$ cat config.mk
export PLATFORM = sky130hd
export DESIGN_NAME = runner_game
export DESIGN_NICKNAME = d
export VERILOG_FILES = /design/src/design/game_pkg.sv /design/src/design/trex_pkg.sv /design/src/design/box_if.sv /design/src/design/runner_game.sv /design/src/design/collision_check.sv /design/src/design/obstacle_scroll.sv /design/src/design/trex.sv /design/src/design/frame_timer.sv
export SDC_FILE = /design/constraint.sdc
export NUM_CORES = 1
export LEC_CHECK = 0
export BUFFER_PORTS_ARGS = -buffer_cell sky130_fd_sc_hd__buf_2
export CORE_ASPECT_RATIO = 1.1
export CORE_UTILIZATION = 65
export CTS_CLUSTER_SIZE = 8
export DETAILED_ROUTE_END_ITERATION = 10
export PLACE_DENSITY = 0.84
export SYNTH_ARGS = -nofsm -noshare
export SYNTH_HDL_FRONTEND = slang
export SYNTH_HIERARCHICAL = 1
export SYNTH_SLANG_ARGS = --single-unit
export TNS_END_PERCENT = 10
$ cat constraint.sdc
create_clock -name clk -period 5.9 [get_ports clk]
set_clock_uncertainty 0.15 [all_clocks]
set_input_delay 0.885 -clock clk [delete_from_list [all_inputs] [get_ports clk]]
set_output_delay 0.885 -clock clk [all_outputs]
set_load 0.05 [all_outputs]
$ cat src/design/game_pkg.sv
package game_pkg;

    // Pixel coordinate on the playfield.
    typedef logic [9:0] pos_t;

    // Playfield width, also where a new cactus appears.
    localparam int SCREEN_WIDTH = 600;

    // Top of the ground surface.
    localparam int GROUND_LINE = 140;

    // Cactus bounding box.
    localparam int OBST_WIDTH = 17;
    localparam int OBST_HEIGHT = 35;

    // The cactus stands on the ground line.
    localparam int OBST_Y_POS = GROUND_LINE - OBST_HEIGHT;

    // Scroll step at speed 0, in pixels per frame.
    localparam int BASE_SCROLL = 4;

    // Animation period in frames.
    localparam int FRAME_COUNT = 60;

endpackage
$ cat src/design/trex_pkg.sv
package trex_pkg;

    typedef enum logic [2:0] {
        WAITING,
        RUNNING,
        JUMPING,
        DUCKING,
        CRASHED
    } state_t;

    typedef enum logic [2:0] {
        WAITING0,
        WAITING1,
        RUNNING0,
        RUNNING1,
        JUMPING0,
        DUCKING0,
        DUCKING1,
        CRASHED0
    } frame_t;

    // Body size, standing and ducking.
    localparam int HEIGHT = 47;
    localparam int HEIGHT_DUCK = 25;
    localparam int WIDTH = 44;
    localparam int WIDTH_DUCK = 59;

    localparam int START_X_POS = 50;

    // Top of the body when standing on the ground.
    localparam int GROUND_Y_POS = game_pkg::GROUND_LINE - HEIGHT;

    // Jump physics, negative velocity moves up the screen.
    localparam int GRAVITY = 6;
    localparam int INITIAL_JUMP_VELOCITY = -10;
    localparam int DROP_VELOCITY = -5;

    // Above this height the climb is limited to the drop velocity.
    localparam int MIN_JUMP_HEIGHT = GROUND_Y_POS - 30;

endpackage

$ cat src/design/box_if.sv
interface box_if;
    import game_pkg::*;

    // Top left corner and size.
    pos_t x;
    pos_t y;
    pos_t w;
    pos_t h;

    modport source (
        output x,
        output y,
        output w,
        output h
    );

    modport sink (
        input x,
        input y,
        input w,
        input h
    );

endinterface

$ cat src/design/runner_game.sv
module runner_game #(
    parameter int CLK_PER_FRAME = 100_000_000 / 60
) (
    input  logic             clk,
    input  logic             rst,
    input  logic [3:0]       speed,
    input  logic             jump,
    input  logic             duck,
    output game_pkg::pos_t   x_pos,
    output game_pkg::pos_t   y_pos,
    output trex_pkg::frame_t frame,
    output game_pkg::pos_t   obstacle_x
);
    logic       tick;
    logic [5:0] anim;
    logic       scroll;
    logic       crash;

    box_if trex_box ();
    box_if obst_box ();

    frame_timer #(
        .CLK_PER_FRAME(CLK_PER_FRAME)
    ) u_frame_timer (
        .clk (clk),
        .rst (rst),
        .tick(tick),
        .anim(anim)
    );

    trex u_trex (
        .clk   (clk),
        .rst   (rst),
        .tick  (tick),
        .anim  (anim),
        .speed (speed),
        .jump  (jump),
        .duck  (duck),
        .crash (crash),
        .x_pos (x_pos),
        .y_pos (y_pos),
        .frame (frame),
        .scroll(scroll),
        .box   (trex_box.source)
    );

    obstacle_scroll u_obstacle_scroll (
        .clk       (clk),
        .rst       (rst),
        .tick      (tick),
        .scroll    (scroll),
        .speed     (speed),
        .obstacle_x(obstacle_x),
        .box       (obst_box.source)
    );

    collision_check u_collision_check (
        .clk     (clk),
        .rst     (rst),
        .trex_box(trex_box.sink),
        .obst_box(obst_box.sink),
        .crash   (crash)
    );

endmodule

$ cat src/design/collision_check.sv
module collision_check (
    input  logic clk,
    input  logic rst,
    box_if.sink  trex_box,
    box_if.sink  obst_box,
    output logic crash
);
    logic [10:0] trex_right;
    logic [10:0] trex_bottom;
    logic [10:0] obst_right;
    logic [10:0] obst_bottom;
    logic        overlap_x;
    logic        overlap_y;

    // One extra bit so the far edges cannot wrap.
    assign trex_right = {1'b0, trex_box.x} + {1'b0, trex_box.w};
    assign trex_bottom = {1'b0, trex_box.y} + {1'b0, trex_box.h};
    assign obst_right = {1'b0, obst_box.x} + {1'b0, obst_box.w};
    assign obst_bottom = {1'b0, obst_box.y} + {1'b0, obst_box.h};

    // Touching edges do not count.
    assign overlap_x = ({1'b0, trex_box.x} < obst_right) && ({1'b0, obst_box.x} < trex_right);
    assign overlap_y = ({1'b0, trex_box.y} < obst_bottom) && ({1'b0, obst_box.y} < trex_bottom);

    always_ff @(posedge clk) begin
        if (rst) begin
            crash <= 1'b0;
        end else begin
            crash <= overlap_x && overlap_y;
        end
    end

endmodule

$ cat src/design/obstacle_scroll.sv
module obstacle_scroll (
    input  logic           clk,
    input  logic           rst,
    input  logic           tick,
    input  logic           scroll,
    input  logic [3:0]     speed,
    output game_pkg::pos_t obstacle_x,
    box_if.source          box
);
    import game_pkg::*;

    pos_t step;

    // Scroll distance per frame.
    assign step = pos_t'(BASE_SCROLL) + pos_t'(speed);

    always_ff @(posedge clk) begin
        if (rst) begin
            obstacle_x <= pos_t'(SCREEN_WIDTH);
        end else if (tick && scroll) begin
            // Past the left edge, start over at the right.
            if (obstacle_x < step) begin
                obstacle_x <= pos_t'(SCREEN_WIDTH);
            end else begin
                obstacle_x <= obstacle_x - step;
            end
        end
    end

    // The cactus only moves horizontally.
    assign box.x = obstacle_x;
    assign box.y = pos_t'(OBST_Y_POS);
    assign box.w = pos_t'(OBST_WIDTH);
    assign box.h = pos_t'(OBST_HEIGHT);

endmodule

$ cat src/design/trex.sv
module trex (
    input  logic             clk,
    input  logic             rst,
    input  logic             tick,
    input  logic [5:0]       anim,
    input  logic [3:0]       speed,
    input  logic             jump,
    input  logic             duck,
    input  logic             crash,
    output game_pkg::pos_t   x_pos,
    output game_pkg::pos_t   y_pos,
    output trex_pkg::frame_t frame,
    output logic             scroll,
    box_if.source            box
);
    import game_pkg::*;
    import trex_pkg::*;

    state_t state;
    state_t next_state;
    frame_t next_frame;

    logic signed [7:0]  velocity;
    logic signed [7:0]  next_velocity;
    logic [4:0]         gravity_acc;
    logic [4:0]         next_gravity_acc;
    logic [4:0]         gravity_sum;
    logic signed [10:0] y_moved;
    pos_t               next_y;
    pos_t               next_box_y;
    pos_t               next_box_w;
    pos_t               next_box_h;

    // The runner never moves horizontally.
    assign x_pos = pos_t'(START_X_POS);

    assign scroll = (state == RUNNING) || (state == JUMPING) || (state == DUCKING);

    always_comb begin
        case (state)
            WAITING: next_state = jump ? JUMPING : WAITING;
            RUNNING: begin
                if (jump) begin
                    next_state = JUMPING;
                end else if (duck) begin
                    next_state = DUCKING;
                end else begin
                    next_state = RUNNING;
                end
            end
            JUMPING: next_state = (y_pos > pos_t'(GROUND_Y_POS)) ? RUNNING : JUMPING;
            DUCKING: next_state = duck ? DUCKING : RUNNING;
            CRASHED: next_state = CRASHED;
            default: next_state = WAITING;
        endcase

        if (crash && scroll) begin
            next_state = CRASHED;
        end
    end

    // Jump physics.
    always_comb begin
        gravity_sum = gravity_acc + 5'(GRAVITY);
        y_moved = $signed({1'b0, y_pos}) + velocity;
        next_y = y_pos;
        next_velocity = velocity;
        next_gravity_acc = gravity_acc;

        if (state != JUMPING && next_state == JUMPING) begin
            // Faster games give a slightly stronger takeoff.
            next_velocity = 8'(INITIAL_JUMP_VELOCITY - int'(speed >> 3));
            next_gravity_acc = '0;
        end else if (state == JUMPING && next_state == RUNNING) begin
            next_y = pos_t'(GROUND_Y_POS);
        end else if (state == JUMPING && next_state == JUMPING) begin
            next_y = pos_t'(y_moved);
            if (gravity_sum >= 5'd10) begin
                next_gravity_acc = gravity_sum - 5'd10;
                next_velocity = velocity + 8'sd1;
            end else begin
                next_gravity_acc = gravity_sum;
            end
            // Clamp applies to the velocity after gravity.
            if (y_pos < pos_t'(MIN_JUMP_HEIGHT) && next_velocity < DROP_VELOCITY) begin
                next_velocity = 8'(DROP_VELOCITY);
            end
        end
    end

    // Frame follows the state being entered.
    always_comb begin
        case (next_state)
            WAITING: next_frame = (anim >= 6'd30) ? WAITING0 : WAITING1;
            RUNNING: next_frame = ((anim % 6'd10) < 6'd5) ? RUNNING0 : RUNNING1;
            JUMPING: next_frame = JUMPING0;
            DUCKING: next_frame = ((anim % 6'd20) < 6'd10) ? DUCKING0 : DUCKING1;
            default: next_frame = CRASHED0;
        endcase
    end

    // Ducking body is wider and sits lower.
    always_comb begin
        if (next_state == DUCKING) begin
            next_box_y = next_y + pos_t'(HEIGHT - HEIGHT_DUCK);
            next_box_w = pos_t'(WIDTH_DUCK);
            next_box_h = pos_t'(HEIGHT_DUCK);
        end else begin
            next_box_y = next_y;
            next_box_w = pos_t'(WIDTH);
            next_box_h = pos_t'(HEIGHT);
        end
    end

    always_ff @(posedge clk) begin
        if (rst) begin
            state <= WAITING;
            frame <= WAITING0;
            y_pos <= pos_t'(GROUND_Y_POS);
            velocity <= '0;
            gravity_acc <= '0;
            box.x <= pos_t'(START_X_POS);
            box.y <= pos_t'(GROUND_Y_POS);
            box.w <= pos_t'(WIDTH);
            box.h <= pos_t'(HEIGHT);
        end else if (tick) begin
            state <= next_state;
            frame <= next_frame;
            y_pos <= next_y;
            velocity <= next_velocity;
            gravity_acc <= next_gravity_acc;
            box.x <= x_pos;
            box.y <= next_box_y;
            box.w <= next_box_w;
            box.h <= next_box_h;
        end
    end

endmodule

$ cat src/design/frame_timer.sv
module frame_timer #(
    parameter int CLK_PER_FRAME = 100_000_000 / 60
) (
    input  logic       clk,
    input  logic       rst,
    output logic       tick,
    output logic [5:0] anim
);
    import game_pkg::*;

    localparam int CNT_W = $clog2(CLK_PER_FRAME + 1);

    logic [CNT_W-1:0] clk_cnt;

    always_ff @(posedge clk) begin
        if (rst) begin
            clk_cnt <= '0;
            tick <= 1'b0;
            anim <= '0;
        end else begin
            tick <= 1'b0;
            if (clk_cnt == CNT_W'(CLK_PER_FRAME - 1)) begin
                clk_cnt <= '0;
                tick <= 1'b1;
            end else begin
                clk_cnt <= clk_cnt + 1'b1;
            end
            // Animation counter steps in the tick cycle.
            if (tick) begin
                anim <= (anim == 6'(FRAME_COUNT - 1)) ? 6'd0 : anim + 6'd1;
            end
        end
    end

endmodule

-- Yosys cells after proc, flatten, opt, wreduce, memory -nomap -nowiden
Index checks and enable logic that the tools add are counted.
- order comparisons: 12
- add/subtract/negate cells: 13
- mux-type cells: 31
- reduce and logical (&&, ||, !) cells: 16
- div/mod/pow operators: 2
- eq/ne operators: 11
- operator list (operator ; count):
    $mux 8 ; 8
    $mux 10 ; 5
    $mux 5 ; 5
    $add 21x1->21 const B ; 1
    $eq 21x21->1 const B ; 1
    $pmux 3 s5 ; 1
    $eq 3x2->1 const B ; 4
    $mux 6 ; 2
    $pmux 3 s4 ; 1
    $add 10x10->11 ; 1
    $add 10x5->11 const B ; 1
    $add 6x10->11 const A ; 1
    $lt 10x11->1 ; 1
    $lt 6x11->1 const A ; 1
    $lt 7x11->1 const A ; 1
    $add 10x5->10 const B ; 1
    $add 10x8->10 ; 1
    $gt 10x7->1 const B ; 1
    $lt 10x10->1 ; 1
    $lt 10x6->1 const B ; 1
    $lt 10x8->1 const B ; 1
    $sub 10x10->10 ; 1
    $logic_and 1x1->1 ; 9
    $add 8x2->8 const B ; 1
    other kinds (25) ; 34
- output and inout port bits: 33
- word-level logic and storage cells: 98
- input bits: 8
- flip-flop bits (word level): 98

-- Depth between registers and ports, before layout
- depth in word-level cells: 16
- mapped depth: 16
- depth with buffers taken out: 15

-- Modules after synthesis
Netlist, hierarchy kept.
- by module, submodules not included (module ; times used ; area an instance (µm²) ; sequential area each (µm²) ; cells an instance):
    trex ; 1 ; 3293.2 ; 780.7 ; 418
    collision_check ; 1 ; 2362.3 ; 20.0 ; 286
    frame_timer ; 1 ; 1311.3 ; 560.5 ; 142
    obstacle_scroll ; 1 ; 1006.0 ; 200.2 ; 127

-- Worst setup path before layout
OpenSTA, ideal clock, no wires.
- path kind: register to register
- from: register u_trex.y_pos[1]
- to: register u_trex.box.y[9]
- path buffers: 0
- required time: 5.655 ns
- data arrival time: 2.980 ns
- clock period less this slack: 3.225 ns
- setup time: 0.095 ns
- stages on the path, launching flop included: 12
- path slack: 2.675 ns
- cells stage by stage: dfxtp_1 > inv_1 > fa_1 > xor2_1 > a31oi_2 > inv_1 > ha_1 > or2_2 > o22ai_1 > nand4_1 > or3_1 > o311ai_1
- word-level cells in the longest chain between the ends: 11
- elaborated cells between the ends (all ways): 16
- classes of those cells: add/sub (2); order compare (1); eq/ne (3); mux (7); reduce/logical (3)
- RTL lines (item ; line ; text):
    from (decl) ; trex.sv:11 ; output game_pkg::pos_t y_pos,
    from (signal assigned) ; trex.sv:119 ; y_pos <= pos_t'(GROUND_Y_POS);
    from (signal assigned) ; trex.sv:129 ; y_pos <= next_y;
    $gt 10x7->1 ; trex.sv:51 ; JUMPING: next_state = (y_pos > pos_t'(GROUND_Y_POS)) ? RUNNING : JUMPING;
    $mux 2 ; trex.sv:51 ;
    $pmux 3 s5 ; trex.sv:40 ; case (state)
    $mux 3 ; trex.sv:57 ; if (crash && scroll) begin
    $eq 3x2->1 ; trex.sv:70, trex.sv:76 ;
    $logic_and 1x1->1 ; trex.sv:76 ; end else if (state == JUMPING && next_state == JUMPING) begin
    $mux 10 ; trex.sv:76 ;
    $mux 10 ; trex.sv:74 ; end else if (state == JUMPING && next_state == RUNNING) begin
    $mux 10 ; trex.sv:70 ; if (state != JUMPING && next_state == JUMPING) begin
    $add 10x5->10 ; trex.sv:105 ; next_box_y = next_y + pos_t'(HEIGHT - HEIGHT_DUCK);
    $mux 10 (*) ; trex.sv:104 ; if (next_state == DUCKING) begin
    to (signal assigned) ; trex.sv:123 ; box.y <= pos_t'(GROUND_Y_POS);
    to (signal assigned) ; trex.sv:133 ; box.y <= next_box_y;
    to (decl) ; box_if.sv:12 ; output y,
Mark *: on every way between the ends. The rest lies on a longest branch, timed or not.
A chain may end at the register's enable or synchronous reset.

-- Final worst setup path
- from: register u_obstacle_scroll.obstacle_x[1], in the netlist u_obstacle_scroll/box.x[1]
- to: register u_collision_check.crash
- word-level cells in the longest chain between the ends: 4
- elaborated cells between the ends (all ways): 5
- classes of those cells: add/sub (1); order compare (2); reduce/logical (2)
- RTL lines (item ; line ; text):
    from (decl) ; obstacle_scroll.sv:7 ; output game_pkg::pos_t obstacle_x,
    from (signal assigned) ; obstacle_scroll.sv:19 ; obstacle_x <= pos_t'(SCREEN_WIDTH);
    from (signal assigned) ; obstacle_scroll.sv:23 ; obstacle_x <= pos_t'(SCREEN_WIDTH);
    from (signal assigned) ; obstacle_scroll.sv:25 ; obstacle_x <= obstacle_x - step;
    $add 10x5->11 ; collision_check.sv:18 ; assign obst_right = {1'b0, obst_box.x} + {1'b0, obst_box.w};
    $lt 6x11->1 ; collision_check.sv:22 ; assign overlap_x = ({1'b0, trex_box.x} < obst_right) && ({1'b0, obst_box.x} < trex_right);
    $logic_and 1x1->1 (*) ; collision_check.sv:22 ;
    $logic_and 1x1->1 (*) ; collision_check.sv:29 ; crash <= overlap_x && overlap_y;
    to (signal assigned) ; collision_check.sv:29 ;
    to (decl) ; collision_check.sv:6 ; output logic crash
Marked as above.

==> results by group <==
Synthesis
  – Synth area leader: dfxtp_1
  – Netlist Area Pre-Place: 7970 um2
  – Post-synth EDFFs: 0
  – Synth Warn #: 6
  – Synth cell types: 98
  – Commonest cells in the netlist: ha_1 (100), nor2_1 (93), buf_4 (83)
  – Post-synth top area share: 0.196
  – Leading post-synthesis cells by cell area: dfxtp_1 (20%), ha_1 (16%), buf_4 (7.8%)
  – Sequential fraction of the synthesis area: 0.196
  – Mean Syn Cell Area: 8.19 um2
  – Predominant post-synthesis flop cell: dfxtp_1
  – Post-synthesis cell count: 973
  – Post-synthesis register bit count: 78
  – Most numerous cell in the Yosys netlist: ha_1
  – Async SR Flop Fraction: 0

Pwr
  – Part of the power in the clock network: 0.428
  – Power per cell area: 170 nW/um2
  – Switching part of the total: 0.271
  – NetSw: 0.000373 W
  – P_leak: 3.45 nW
  – Sequential share of power: 0.388
  – Worst VDD drop: 0.000118 V
  – Share of power burned in combinational logic: 0.184
  – Cell-internal power: 0.00101 W

Clock tree
  – Clock-pin slew on the worst setup and hold paths: 0.06 ns
  – H-Tree Level Count: 3
  – CTS tree: yes
  – Clk sink count: 78
  – Cts bufs inserted: 9
  – Hold_buf cts: 0
  – Clock Path Buffers: 2
  – Root buf cell: clkbuf_16
  – Clk_lat worst skew: 0.33 ns
  – Post-CTS Setup Inserts: 0
  – Cts repair resizes: 0

Timing
  – Slew @ Worst Pin: 0.688 ns
  – Final period util: 0.573
  – RSZ-0062 raised after global routing: false
  – Hold_ws: 0.330 ns
  – Peak Freq: 296 MHz
  – Final Max Tran Viols: 0
  – TNS Setup: 0 ns
  – Final setup vio count: 0
  – Rel. slew slack: 0.542
  – Final Hold Viols: 0
  – Min Tclk post-route: 3.38 ns

Finish
  – Area growth from synthesis to layout: 1.93%
  – Ratio of cells with drive above 1 in the final layout: 0.111
  – Fill cell count: 980
  – Fin nets: 1083
  – Diodes inserted: 0

Routing
  – Via count: 6711
  – WL met1: 7260 um
  – DRC Markers: 0
  – WL met3: 685 um
  – DRT antenna net count: 0
  – Initial DRC Count: 318
  – Final wirelength: 16200 um
  – Wirelength per Cell: 14.4 um
  – First drt pass iteration count: 6
  – Post-DR vias/cell: 5.95
  – Top Metal Used: met4
  – Met2 WL post-DR: 7890 um

Floorplan
  – Initial Utilization: 0.665
  – Die area: 12700 um2
  – Die H: 118 um
  – Core area: 12000 um2
  – Die width: 108 um
  – Io pins: 41
  – Num rows: 42

GRT
  – Initial antenna violation count: 0
  – First-pass GRT wire length: 27400 um
  – Vias in the first global route: 6084
  – Congestion Overflow GR: 0
  – Total track usage: 0.262
  – Largest net degree at the start of global routing: 48

Critical path
  – FF-to-FF path depth: 14
  – Crit path arrival time: 3.48 ns
  – CP Launch Type: flip-flop
  – Worst path required time: 6.00 ns
  – Setup crit end kind: flip-flop
  – Crit Path Max Fanout: 7
  – Critical Setup Path Class: flip-flop to flip-flop

Hold path
  – Hold path depth: 1
  – Hold Path Class: flip-flop to flip-flop

Run status
  – Run status: finished, final reports clean

Job
  – # Max-Cap Violations: 0

Place
  – Routability Congestion: 0.847
  – I/O Buffers: 30
  – DP HPWL: 12100 um
==> worst max-delay path, cell delays in order (launching register included) <==
cell and delay, ns:
dfxtp_1 0.39, ha_1 0.33, a21o_1 0.19, a21oi_2 0.19, o21ai_1 0.11, o41a_1 0.37
nor4_1 0.20, a211oi_1 0.09, ha_1 0.30, o22ai_1 0.15, nor3_1 0.10, o21a_1 0.12
a311oi_2 0.27, nor3_1 0.09, nor4_2 0.25
==> registers in the layout, summed over array words and instances, names as in the netlist <==
name and count:
u_trex/gravity_acc 4, u_collision_check/crash 1, u_trex/state 3, u_frame_timer/anim 6
u_frame_timer/clk_cnt 21, u_trex/velocity 8, u_frame_timer/tick 1, u_trex/box.y 10
u_trex/y_pos 9, u_trex/box.h 2, u_obstacle_scroll/box.x 10, u_trex/frame 3
==> power groups by stage <==
stage               clock network [W]  logic [W]  registers [W]
global route                 0.000624   0.000287       0.000536
CTS                          0.000600   0.000238       0.000535
floorplan                           0   0.000235       0.000545
finish                       0.000590   0.000253       0.000535
detailed placement                  0   0.000236       0.000547
global placement                    0   0.000232       0.000547
==> final cells by class <==
type                            instances  area, um2  area share
Clock buffer                           11        233      0.0286
Clock inverter                          5       83.8      0.0103
Inverter                               37        139      0.0171
Multi-Input combinational cell        811       5750       0.708
Sequential cell                        78       1560       0.192
Tap cell                              154        193      0.0237
Timing Repair Buffer                   32        165      0.0203
==> final timing paths <==
| kind | start | endpoint | slack (ns) |
|---|---|---|---|
| setup reg to reg | u_obstacle_scroll/box.x[1]$_SDFFE_PP0P_ | u_collision_check/crash$_SDFF_PP0_ | 2.52 |
| hold / removal | u_frame_timer/clk_cnt[0]$_SDFF_PP0_ | u_frame_timer/clk_cnt[0]$_SDFF_PP0_ | 0.33 |
| hold reg to reg | u_frame_timer/clk_cnt[0]$_SDFF_PP0_ | u_frame_timer/clk_cnt[0]$_SDFF_PP0_ | 0.33 |
| setup / recovery | u_obstacle_scroll/box.x[1]$_SDFFE_PP0P_ | u_collision_check/crash$_SDFF_PP0_ | 2.52 |
==> logic make-up (layout without fill, tap and decap cells) <==
logic type / count (synthesis) / in the layout / share of synthesized area
and+or+nand+nor: 318 / 318 / 0.210
muxes: 13 / 13 / 0.0165
adders and majority gates: 106 / 106 / 0.172
DFF: 78 / 78 / 0.196
AOI/OAI and AO/OA: 250 / 250 / 0.223
other: 4 / 62 / 0.00188
xor gates and xnor gates: 62 / 62 / 0.0705
buffers and inverters: 142 / 85 / 0.110
==> through the flow <==
stage | utilization | instances | power (W) | cell area, um2 | worst slack (ns)
floorplan | - | 1031 | 0.000781 | 8190 | 2.67
CTS | 0.678 | 1128 | 0.00137 | 8130 | 2.51
global placement | 0.652 | 1112 | 0.000778 | 7810 | 2.70
global route | 0.678 | 1128 | 0.00145 | 8130 | 2.34
detailed placement | 0.652 | 1112 | 0.000783 | 7810 | 2.54
finish | 0.678 | 1128 | 0.00138 | 8130 | 2.52
==> layer usage <==
layer / vias up / global-route usage
li1: 3391 / -
met1: 3119 / 0.332
met2: 166 / 0.446
met3: 35 / 0.0359
met4: 0 / 0.0976
met5: - / 0
==> placed cells by master (no fill, tap or decap), types with 13 or more instances in the layout <==
master,Yosys,final
a21o_1,22,22
a21oi_1,66,66
buf_2,3,30
conb_1,4,62
dfxtp_1,78,77
ha_1,100,100
inv_1,37,37
nand2_1,70,70
nand2b_1,14,14
nand3_1,15,15
nand4_1,15,15
nor2_1,93,93
nor2b_1,13,13
nor3_1,20,20
o21ai_0,34,34
xnor2_1,22,22
xor2_1,39,39
Power figures use the tool's default switching activity.
